## src/include/lcd_init_table.svh

```systemverilog
// needs lcd_pkg imported in the including scope; entries play back to back with no delays
function automatic lcd_beat_t lcd_init_entry(input int idx);
    lcd_beat_t entry;
    case (idx)
        0:       entry = '{rs: 1'b0, data: 16'h0001}; // software reset
        1:       entry = '{rs: 1'b0, data: 16'h0011}; // sleep out
        2:       entry = '{rs: 1'b0, data: 16'h003A}; // pixel format
        3:       entry = '{rs: 1'b1, data: 16'h0055}; // 16 bpp
        4:       entry = '{rs: 1'b0, data: 16'h0036}; // memory access ctrl
        5:       entry = '{rs: 1'b0, data: 16'h0029}; // display on
        default: entry = '0;
    endcase
    return entry;
endfunction

```

## src/verilog/lcd_pkg.sv

```systemverilog
// command and beat layouts are fixed at a 16-bit panel bus; widths here must match the host's encoder
`default_nettype none

package lcd_pkg;

    localparam int LCD_DATA_W   = 16;
    localparam int FILL_COUNT_W = 15;
    localparam int INIT_LEN     = 6;

    localparam logic CMD_KIND_FILL = 1'b1; // bit 31, same place in both views

    // one write on the panel bus
    typedef struct packed {
        logic                  rs;   // 0 instruction, 1 data
        logic [LCD_DATA_W-1:0] data;
    } lcd_beat_t;

    // register view, one word straight to the panel
    typedef struct packed {
        logic                  kind;
        logic                  rs;
        logic [13:0]           unused;
        logic [LCD_DATA_W-1:0] data;
    } cmd_reg_t;

    // fill view, repeat a color count times
    typedef struct packed {
        logic                    kind;
        logic [FILL_COUNT_W-1:0] count;
        logic [LCD_DATA_W-1:0]   color;
    } cmd_fill_t;

    // host command word, decoded by kind
    typedef union packed {
        cmd_reg_t  regv;
        cmd_fill_t fill;
    } cmd_word_t;

endpackage

`default_nettype wire

```

## src/verilog/lcd_bus_writer.sv

```systemverilog
// write-only 8080 bus; WR_LOW_CYCLES and WR_HIGH_CYCLES must each be at least 1
`timescale 1ns/1ps
`default_nettype none

module lcd_bus_writer
    import lcd_pkg::*;
#(
    parameter int WR_LOW_CYCLES  = 2,
    parameter int WR_HIGH_CYCLES = 2
) (
    input  logic                  pclk,
    input  logic                  rst_n,
    input  logic                  init_valid_i,
    input  lcd_beat_t             init_beat_i,
    output logic                  init_ready_o,
    input  logic                  init_done_i,
    input  logic                  refresh_valid_i,
    input  lcd_beat_t             refresh_beat_i,
    output logic                  refresh_ready_o,
    output logic                  lcd_cs_o,
    output logic                  lcd_rs_o,
    output logic                  lcd_wr_o,
    output logic [LCD_DATA_W-1:0] lcd_data_o
);

    localparam int BEAT_CYCLES = WR_LOW_CYCLES + WR_HIGH_CYCLES;
    localparam int PH_W        = (BEAT_CYCLES > 1) ? $clog2(BEAT_CYCLES) : 1;

    logic [PH_W-1:0] phase_q;
    lcd_beat_t       beat_q;
    logic            busy;
    logic            last;
    logic            can_take;
    logic            src_valid;
    lcd_beat_t       src_beat;
    logic            take;

    assign busy     = !lcd_cs_o;
    assign last     = busy && (phase_q == PH_W'(BEAT_CYCLES - 1));
    assign can_take = !busy || last; // back to back, no idle cycle

    // init owns the bus until it reports done
    assign src_valid       = init_done_i ? refresh_valid_i : init_valid_i;
    assign src_beat        = init_done_i ? refresh_beat_i : init_beat_i;
    assign init_ready_o    = can_take && !init_done_i;
    assign refresh_ready_o = can_take && init_done_i;
    assign take            = can_take && src_valid;

    assign lcd_rs_o   = beat_q.rs;
    assign lcd_data_o = beat_q.data;

    always_ff @(posedge pclk) begin
        if (!rst_n) begin
            lcd_cs_o <= 1'b1;
            lcd_wr_o <= 1'b1;
            phase_q  <= '0;
        end else if (take) begin
            lcd_cs_o <= 1'b0;
            lcd_wr_o <= 1'b0;
            phase_q  <= '0;
        end else if (busy) begin
            phase_q <= phase_q + 1'b1;
            // panel latches on this rising edge
            if (phase_q == PH_W'(WR_LOW_CYCLES - 1)) lcd_wr_o <= 1'b1;
            if (last) begin
                lcd_cs_o <= 1'b1;
                phase_q  <= '0;
            end
        end
    end

    // rs and data held for the whole beat
    always_ff @(posedge pclk) begin
        if (take) beat_q <= src_beat;
    end

endmodule

`default_nettype wire

```

## src/verilog/lcd_cmd_fifo.sv

```systemverilog
// host must respect credits; a push into a full buffer is silently lost
`timescale 1ns/1ps
`default_nettype none

module lcd_cmd_fifo
    import lcd_pkg::*;
#(
    parameter int FIFO_DEPTH = 4
) (
    input  logic      pclk,
    input  logic      rst_n,
    input  logic      cmd_valid_i,
    input  cmd_word_t cmd_i,
    output logic      credit_o,
    output logic      fifo_valid_o,
    output cmd_word_t fifo_word_o,
    input  logic      fifo_ready_i
);

    localparam int PTR_W = (FIFO_DEPTH > 1) ? $clog2(FIFO_DEPTH) : 1;
    localparam int CNT_W = $clog2(FIFO_DEPTH + 1);

    cmd_word_t        mem_q [FIFO_DEPTH];
    logic [PTR_W-1:0] wr_ptr_q;
    logic [PTR_W-1:0] rd_ptr_q;
    logic [CNT_W-1:0] count_q;
    logic             push;
    logic             pop;

    function automatic logic [PTR_W-1:0] ptr_next(input logic [PTR_W-1:0] ptr);
        return (ptr == PTR_W'(FIFO_DEPTH - 1)) ? '0 : ptr + 1'b1;
    endfunction

    assign push         = cmd_valid_i && (count_q != CNT_W'(FIFO_DEPTH));
    assign fifo_valid_o = (count_q != '0);
    assign pop          = fifo_valid_o && fifo_ready_i;
    assign credit_o     = pop; // one credit back per word handed on
    assign fifo_word_o  = mem_q[rd_ptr_q];

    always_ff @(posedge pclk) begin
        if (!rst_n) begin
            wr_ptr_q <= '0;
            rd_ptr_q <= '0;
            count_q  <= '0;
        end else begin
            if (push) wr_ptr_q <= ptr_next(wr_ptr_q);
            if (pop)  rd_ptr_q <= ptr_next(rd_ptr_q);
            case ({push, pop})
                2'b10:   count_q <= count_q + 1'b1;
                2'b01:   count_q <= count_q - 1'b1;
                default: count_q <= count_q;
            endcase
        end
    end

    // storage
    always_ff @(posedge pclk) begin
        if (push) mem_q[wr_ptr_q] <= cmd_i;
    end

endmodule

`default_nettype wire

```

## src/verilog/lcd_init.sv

```systemverilog
// RESET_HOLD_CYCLES must be at least 1; table plays once per reset with no settle delays
`timescale 1ns/1ps
`default_nettype none

module lcd_init
    import lcd_pkg::*;
#(
    parameter int RESET_HOLD_CYCLES = 8
) (
    input  logic      pclk,
    input  logic      rst_n,
    output logic      lcd_rst_o,
    output logic      beat_valid_o,
    output lcd_beat_t beat_o,
    input  logic      beat_ready_i,
    output logic      init_done_o
);

    `include "lcd_init_table.svh"

    localparam int HOLD_W = $clog2(RESET_HOLD_CYCLES + 1);
    localparam int IDX_W  = $clog2(INIT_LEN);

    logic [HOLD_W-1:0] hold_q;
    logic [IDX_W-1:0]  idx_q;
    logic              step;

    // table only runs once the panel is out of reset
    assign beat_valid_o = lcd_rst_o && !init_done_o;
    assign step         = beat_valid_o && beat_ready_i;

    always_comb begin
        beat_o = lcd_init_entry(int'(idx_q));
    end

    always_ff @(posedge pclk) begin
        if (!rst_n) begin
            hold_q      <= '0;
            lcd_rst_o   <= 1'b0;
            idx_q       <= '0;
            init_done_o <= 1'b0;
        end else begin
            if (!lcd_rst_o) begin
                hold_q <= hold_q + 1'b1;
                if (hold_q == HOLD_W'(RESET_HOLD_CYCLES - 1)) lcd_rst_o <= 1'b1;
            end
            if (step) begin
                if (idx_q == IDX_W'(INIT_LEN - 1)) init_done_o <= 1'b1; // sticky
                else                               idx_q       <= idx_q + 1'b1;
            end
        end
    end

endmodule

`default_nettype wire

```

## src/verilog/lcd_refresh.sv

```systemverilog
// fill runs up to 32767 pixels of one color; a zero count is dropped without a beat
`timescale 1ns/1ps
`default_nettype none

module lcd_refresh
    import lcd_pkg::*;
(
    input  logic      pclk,
    input  logic      rst_n,
    input  logic      fifo_valid_i,
    input  cmd_word_t fifo_word_i,
    output logic      fifo_ready_o,
    output logic      beat_valid_o,
    output lcd_beat_t beat_o,
    input  logic      beat_ready_i
);

    logic                    pend_q;  // a beat is on offer
    logic [FILL_COUNT_W-1:0] left_q;  // beats still to come after this one
    lcd_beat_t               beat_q;
    logic                    take;
    logic                    beat_done;
    logic                    is_fill;
    lcd_beat_t               load_beat;

    // free now, or the last beat of the run leaves this cycle
    assign fifo_ready_o = !pend_q || (beat_ready_i && (left_q == '0));
    assign take         = fifo_valid_i && fifo_ready_o;
    assign beat_done    = pend_q && beat_ready_i;
    assign beat_valid_o = pend_q;
    assign beat_o       = beat_q;

    always_comb begin
        is_fill = (fifo_word_i.fill.kind == CMD_KIND_FILL);
        if (is_fill) begin
            load_beat.rs   = 1'b1;                  // pixels are always data
            load_beat.data = fifo_word_i.fill.color;
        end else begin
            load_beat.rs   = fifo_word_i.regv.rs;
            load_beat.data = fifo_word_i.regv.data;
        end
    end

    always_ff @(posedge pclk) begin
        if (!rst_n) begin
            pend_q <= 1'b0;
            left_q <= '0;
        end else if (take) begin
            if (is_fill) begin
                pend_q <= (fifo_word_i.fill.count != '0);
                left_q <= (fifo_word_i.fill.count != '0) ? fifo_word_i.fill.count - 1'b1 : '0;
            end else begin
                pend_q <= 1'b1;
                left_q <= '0;
            end
        end else if (beat_done) begin
            if (left_q != '0) left_q <= left_q - 1'b1;
            else              pend_q <= 1'b0;
        end
    end

    // color stays put for the whole run
    always_ff @(posedge pclk) begin
        if (take) beat_q <= load_beat;
    end

endmodule

`default_nettype wire

```

## src/verilog/lcd_top.sv

```systemverilog
// single clock; host sends only while holding a credit, starting with FIFO_DEPTH after reset
`timescale 1ns/1ps
`default_nettype none

module lcd_top
    import lcd_pkg::*;
#(
    parameter int FIFO_DEPTH        = 4,
    parameter int WR_LOW_CYCLES     = 2,
    parameter int WR_HIGH_CYCLES    = 2,
    parameter int RESET_HOLD_CYCLES = 8
) (
    input  logic                  pclk,
    input  logic                  rst_n,
    input  logic                  cmd_valid_i,
    input  cmd_word_t             cmd_i,
    output logic                  credit_o,
    output logic                  init_done_o,
    output logic                  lcd_rst_o,
    output logic                  lcd_cs_o,
    output logic                  lcd_rs_o,
    output logic                  lcd_wr_o,
    output logic [LCD_DATA_W-1:0] lcd_data_o
);

    logic      fifo_valid;
    cmd_word_t fifo_word;
    logic      fifo_ready;
    logic      refresh_valid;
    lcd_beat_t refresh_beat;
    logic      refresh_ready;
    logic      init_valid;
    lcd_beat_t init_beat;
    logic      init_ready;

    lcd_cmd_fifo #(
        .FIFO_DEPTH(FIFO_DEPTH)
    ) cmd_fifo_i (
        .pclk        (pclk),
        .rst_n       (rst_n),
        .cmd_valid_i (cmd_valid_i),
        .cmd_i       (cmd_i),
        .credit_o    (credit_o),
        .fifo_valid_o(fifo_valid),
        .fifo_word_o (fifo_word),
        .fifo_ready_i(fifo_ready)
    );

    lcd_refresh refresh_i (
        .pclk        (pclk),
        .rst_n       (rst_n),
        .fifo_valid_i(fifo_valid),
        .fifo_word_i (fifo_word),
        .fifo_ready_o(fifo_ready),
        .beat_valid_o(refresh_valid),
        .beat_o      (refresh_beat),
        .beat_ready_i(refresh_ready)
    );

    lcd_init #(
        .RESET_HOLD_CYCLES(RESET_HOLD_CYCLES)
    ) init_i (
        .pclk        (pclk),
        .rst_n       (rst_n),
        .lcd_rst_o   (lcd_rst_o),
        .beat_valid_o(init_valid),
        .beat_o      (init_beat),
        .beat_ready_i(init_ready),
        .init_done_o (init_done_o)
    );

    lcd_bus_writer #(
        .WR_LOW_CYCLES (WR_LOW_CYCLES),
        .WR_HIGH_CYCLES(WR_HIGH_CYCLES)
    ) bus_writer_i (
        .pclk           (pclk),
        .rst_n          (rst_n),
        .init_valid_i   (init_valid),
        .init_beat_i    (init_beat),
        .init_ready_o   (init_ready),
        .init_done_i    (init_done_o),
        .refresh_valid_i(refresh_valid),
        .refresh_beat_i (refresh_beat),
        .refresh_ready_o(refresh_ready),
        .lcd_cs_o       (lcd_cs_o),
        .lcd_rs_o       (lcd_rs_o),
        .lcd_wr_o       (lcd_wr_o),
        .lcd_data_o     (lcd_data_o)
    );

endmodule

`default_nettype wire
```

## config.mk

```make
export PLATFORM = sky130hd
export DESIGN_NAME = lcd_top
export DESIGN_NICKNAME = d
export VERILOG_FILES = /design/src/verilog/lcd_pkg.sv /design/src/verilog/lcd_bus_writer.sv /design/src/verilog/lcd_cmd_fifo.sv /design/src/verilog/lcd_init.sv /design/src/verilog/lcd_refresh.sv /design/src/verilog/lcd_top.sv
export VERILOG_INCLUDE_DIRS = /design/src /design/src/include
export SDC_FILE = /design/constraint.sdc
export NUM_CORES = 1
export LEC_CHECK = 0
export ABC_AREA = 1
export BUFFER_PORTS_ARGS = -buffer_cell sky130_fd_sc_hd__buf_2
export CORE_ASPECT_RATIO = 1.75
export CORE_MARGIN = 2
export CORE_UTILIZATION = 50
export DETAILED_ROUTE_END_ITERATION = 8
export PLACE_DENSITY = 0.79
export SYNTH_ARGS = -nofsm -noshare
export SYNTH_HDL_FRONTEND = slang
export SYNTH_SLANG_ARGS = --single-unit
```

## constraint.sdc

```tcl
create_clock -name pclk -period 3.5 [get_ports pclk]
set_input_delay 0.35 -clock pclk [delete_from_list [all_inputs] [get_ports pclk]]
set_output_delay 0.35 -clock pclk [all_outputs]
set_load 0.01 [all_outputs]
```

==> metrics.yaml <==
run_status:
  status: "finished, final reports clean"
route:
  met2_length_mm: 8.81
  drt_iter0_markers: 333
  viasPerCell: 5.25
  top_layer: "met4"
  met3_length_um: 668
  met1Wirelength_mm: 6.34
  post_drt_wl_per_cell_um: 14.9
  wl_mm: 16.2
  dr_total_vias: 5696
  detail-route-antenna-nets: 0
  drc: 0
  drt_first_pass_iters: 5
final_layout:
  final_nets: 897
  syn_to_final_growth_pct: 11.7
  multi_input_area_sq_mm: 0.00263
  layout_commonest_cell: "edfxtp_1"
  post-route-util_pct: 57.3
  fin_cells: 1085
  final_cell_mix: "162 x edfxtp_1, 138 x nand2_1, 79 x o21ai_0"
  fillers: 1398
  register_area_sq_mm: 0.00563
  drive_gt1_share_pct: 18.7
yosys:
  seq_area_frac_synth_pct: 64.7
  synth_edf_count: 162
  async_reset_ff_share_pct: 0
  syn_area_per_cell_sq_um: 11.0
  netlist_area_sq_mm: 0.00869
  yosys_warnings: 0
  synth_nets: 841
  yosys_most_used_dff: "edfxtp_1"
  ys_seq_elements: 200
  synthCells: 787
  ys_types: 43
timing:
  fmax_ghz: 0.347
  fin_worst_skew_ns: 0.0107
  setup_viol: 0
  rsz0062_at_grt: "false"
  fin_tns_setup_ns: 0
  finalCritPeriodShare_pct: 82.4
  hold_violations: 0
  slew_viol_final: 0
  fin_ws_ns: 0.617
  worstMarginPinSlew_ns: 0.788
  fin_crit_ns: 2.88
  maxSlewHeadroom_pct: 47.1
cts:
  clk_pin_slew_ns: 0.07
  htree_levels: 4
  clock-sinks: 200
  cts_root_buf: "clkbuf_16"
  clock_latency_ns: 0.43
  cts_buffers: 17
  clk_path_buf_depth: 2
  post_cts_buffers: 0
  cts_tree: "yes"
  holdBufCountCts: 0
  cts-resized-gates: 0
pwr:
  pwr-share-clk_pct: 24.9
  p_leak_nw: 3.72
  p_int_w: 0.00468
  p_sw_share_pct: 36.4
  power.switching_w: 0.00268
  powerDensity_mw_per_mm2: 758
  power_frac_comb_pct: 31.9
  power_w: 0.00736
  seqPwrFrac_pct: 43.2
  vdd_drop_max_mv: 0.485
worst_setup_path:
  crit_path_max_fanout: 24
  crit_arrival_ns: 2.53
  slowest_stage: "dfxtp_1"
  path_cells: "nor2_1, nand2_1, nor2_1, nand4_1, nand2_1, nand2_1, inv_1, buf_4, buf_2"
  path_common_cell: "nand2_1"
  cp-start-kind: "register"
  slowest_delay_ns: 0.34
  startpoint: "refresh_i.left_q[8]$_SDFFE_PN0P_"
  criticalPathCategory: "reg -> out"
  cp.required_ns: 3.15
  r2r-start: "refresh_i.left_q[8]$_SDFFE_PN0P_"
  worstSetupEndpointType: "output port"
die:
  boundaryPins: 57
  die_w_um: 104
  start_util_pct: 51.3
  fp.dieH_um: 178
  dieArea_sq_mm: 0.0185
  rows: 63
  coreArea_sq_mm: 0.0169
hold_path:
  hold_start: "cmd_i[28]"
  min_path_type: "in -> reg"
place:
  dp_hpwl_mm: 10.5
  dp.cells: 1051
  place_ws_ns: 0.777
  gp_congestion: 0.918
  port_buffers: 56
grt:
  grt_pass1_wl_mm: 26.2
  grt_max_degree: 65
  grt_pass1_vias: 5429
  grtUsageTotal_pct: 18.2
  overflow: 0
  antenna_found_initial: 1
job:
  drv_cap: 0
==> routing by layer <==
metal	track usage, %	vias up
met4	9.40	0
met2	33.1	141
met3	3.65	28
met1	20.2	2697
li1	-	2830
met5	0	-
==> stage by stage <==
stage | hold slack (ns) | area (sq um)
after floorplan | 0.444 | 8690
after detailed placement | 0.481 | 9140
after global routing | 0.113 | 9700
after global placement | 0.467 | 9140
after CTS | 0.108 | 9700
final | 0.125 | 9700
==> sequential cells by signal, summed over array words and instances, names as in the netlist, 2 cells and up, named ones only <==
name / cells
refresh_i.left_q: 15
bus_writer_i.lcd_data_o: 16
init_i.idx_q: 3
cmd_fifo_i.wr_ptr_q: 2
init_i.hold_q: 4
bus_writer_i.phase_q: 2
refresh_i.beat_o: 17
cmd_fifo_i.count_q: 3
cmd_fifo_i.rd_ptr_q: 2
cmd_fifo_i.mem_q: 128
==> final timing paths <==
check / slack, ns / cells past startpoint / end
max reg2reg: 0.76 / 14 / cmd_fifo_i.count_q[2]$_SDFFE_PN0P_
min reg2reg: 0.49 / 2 / init_i.hold_q[3]$_SDFFE_PN0N_
max: 0.62 / 9 / credit_o
min: 0.13 / 1 / cmd_fifo_i.mem_q[0][28]$_DFFE_PP_
==> power by group through the flow <==
| stage | logic [W] | clock network [W] | registers, W |
|---|---|---|---|
| finish | 0.00235 | 0.00183 | 0.00318 |
| global route | 0.00265 | 0.00195 | 0.00321 |
| CTS | 0.00237 | 0.00186 | 0.00318 |
| detailed placement | 0.00235 | 0 | 0.00323 |
| global placement | 0.00230 | 0 | 0.00322 |
| floorplan | 0.00188 | 0 | 0.00319 |
==> cells by family (layout without fill, tap and decap cells) <==
family / Yosys count / after routing / synth area share [%]
buffers and inverters: 95 / 164 / 5.10
AOI/OAI and AO/OA: 146 / 146 / 9.72
other: 0 / 2 / 0
xor gates and xnor gates: 9 / 9 / 0.907
adders and majority gates: 19 / 19 / 2.82
and+or+nand+nor: 318 / 318 / 16.7
DFF: 200 / 200 / 64.7
==> synthesized netlist by cell type, types with 2 or more instances <==
cell type / n / area [sq um]
nor3_1: 5 / 25.0
clkbuf_1: 13 / 48.8
o21ai_0: 79 / 395
edfxtp_1: 162 / 4860
buf_1: 2 / 7.51
buf_2: 3 / 15.0
o211ai_1: 3 / 22.5
a31oi_1: 2 / 12.5
nand3_1: 42 / 210
buf_8: 3 / 45.0
o21ai_1: 2 / 10.0
nand2_1: 138 / 518
nand3_2: 7 / 70.1
o31ai_1: 3 / 22.5
a21oi_2: 10 / 87.6
dfxtp_1: 38 / 761
nand2_2: 25 / 156
o22ai_1: 16 / 100
buf_6: 6 / 67.6
nor2_2: 5 / 31.3
nor2_1: 80 / 300
inv_1: 64 / 240
nor2_4: 2 / 22.5
xor2_1: 6 / 52.6
inv_2: 3 / 11.3
ha_1: 18 / 225
nand4_1: 8 / 50.1
xnor2_1: 3 / 26.3
a21oi_1: 25 / 125
==> cell type report <==
cell class	instances	area share [%]
timing repair buffer	65	3.58
sequential	200	58.0
clock buffer	18	4.53
tap	227	2.93
inverter	67	2.59
multi-input combinational	492	27.1
clock inverter	14	1.22
antenna	2	0.0516
==> worst max-delay path: cells and delay by family, from the launching register on <==
kind                   cells  cell delay (ns)
DFF                        1             0.34
buffers and inverters      3             0.69
and+or+nand+nor            6             1.05
(Power assumes the default switching activity.)
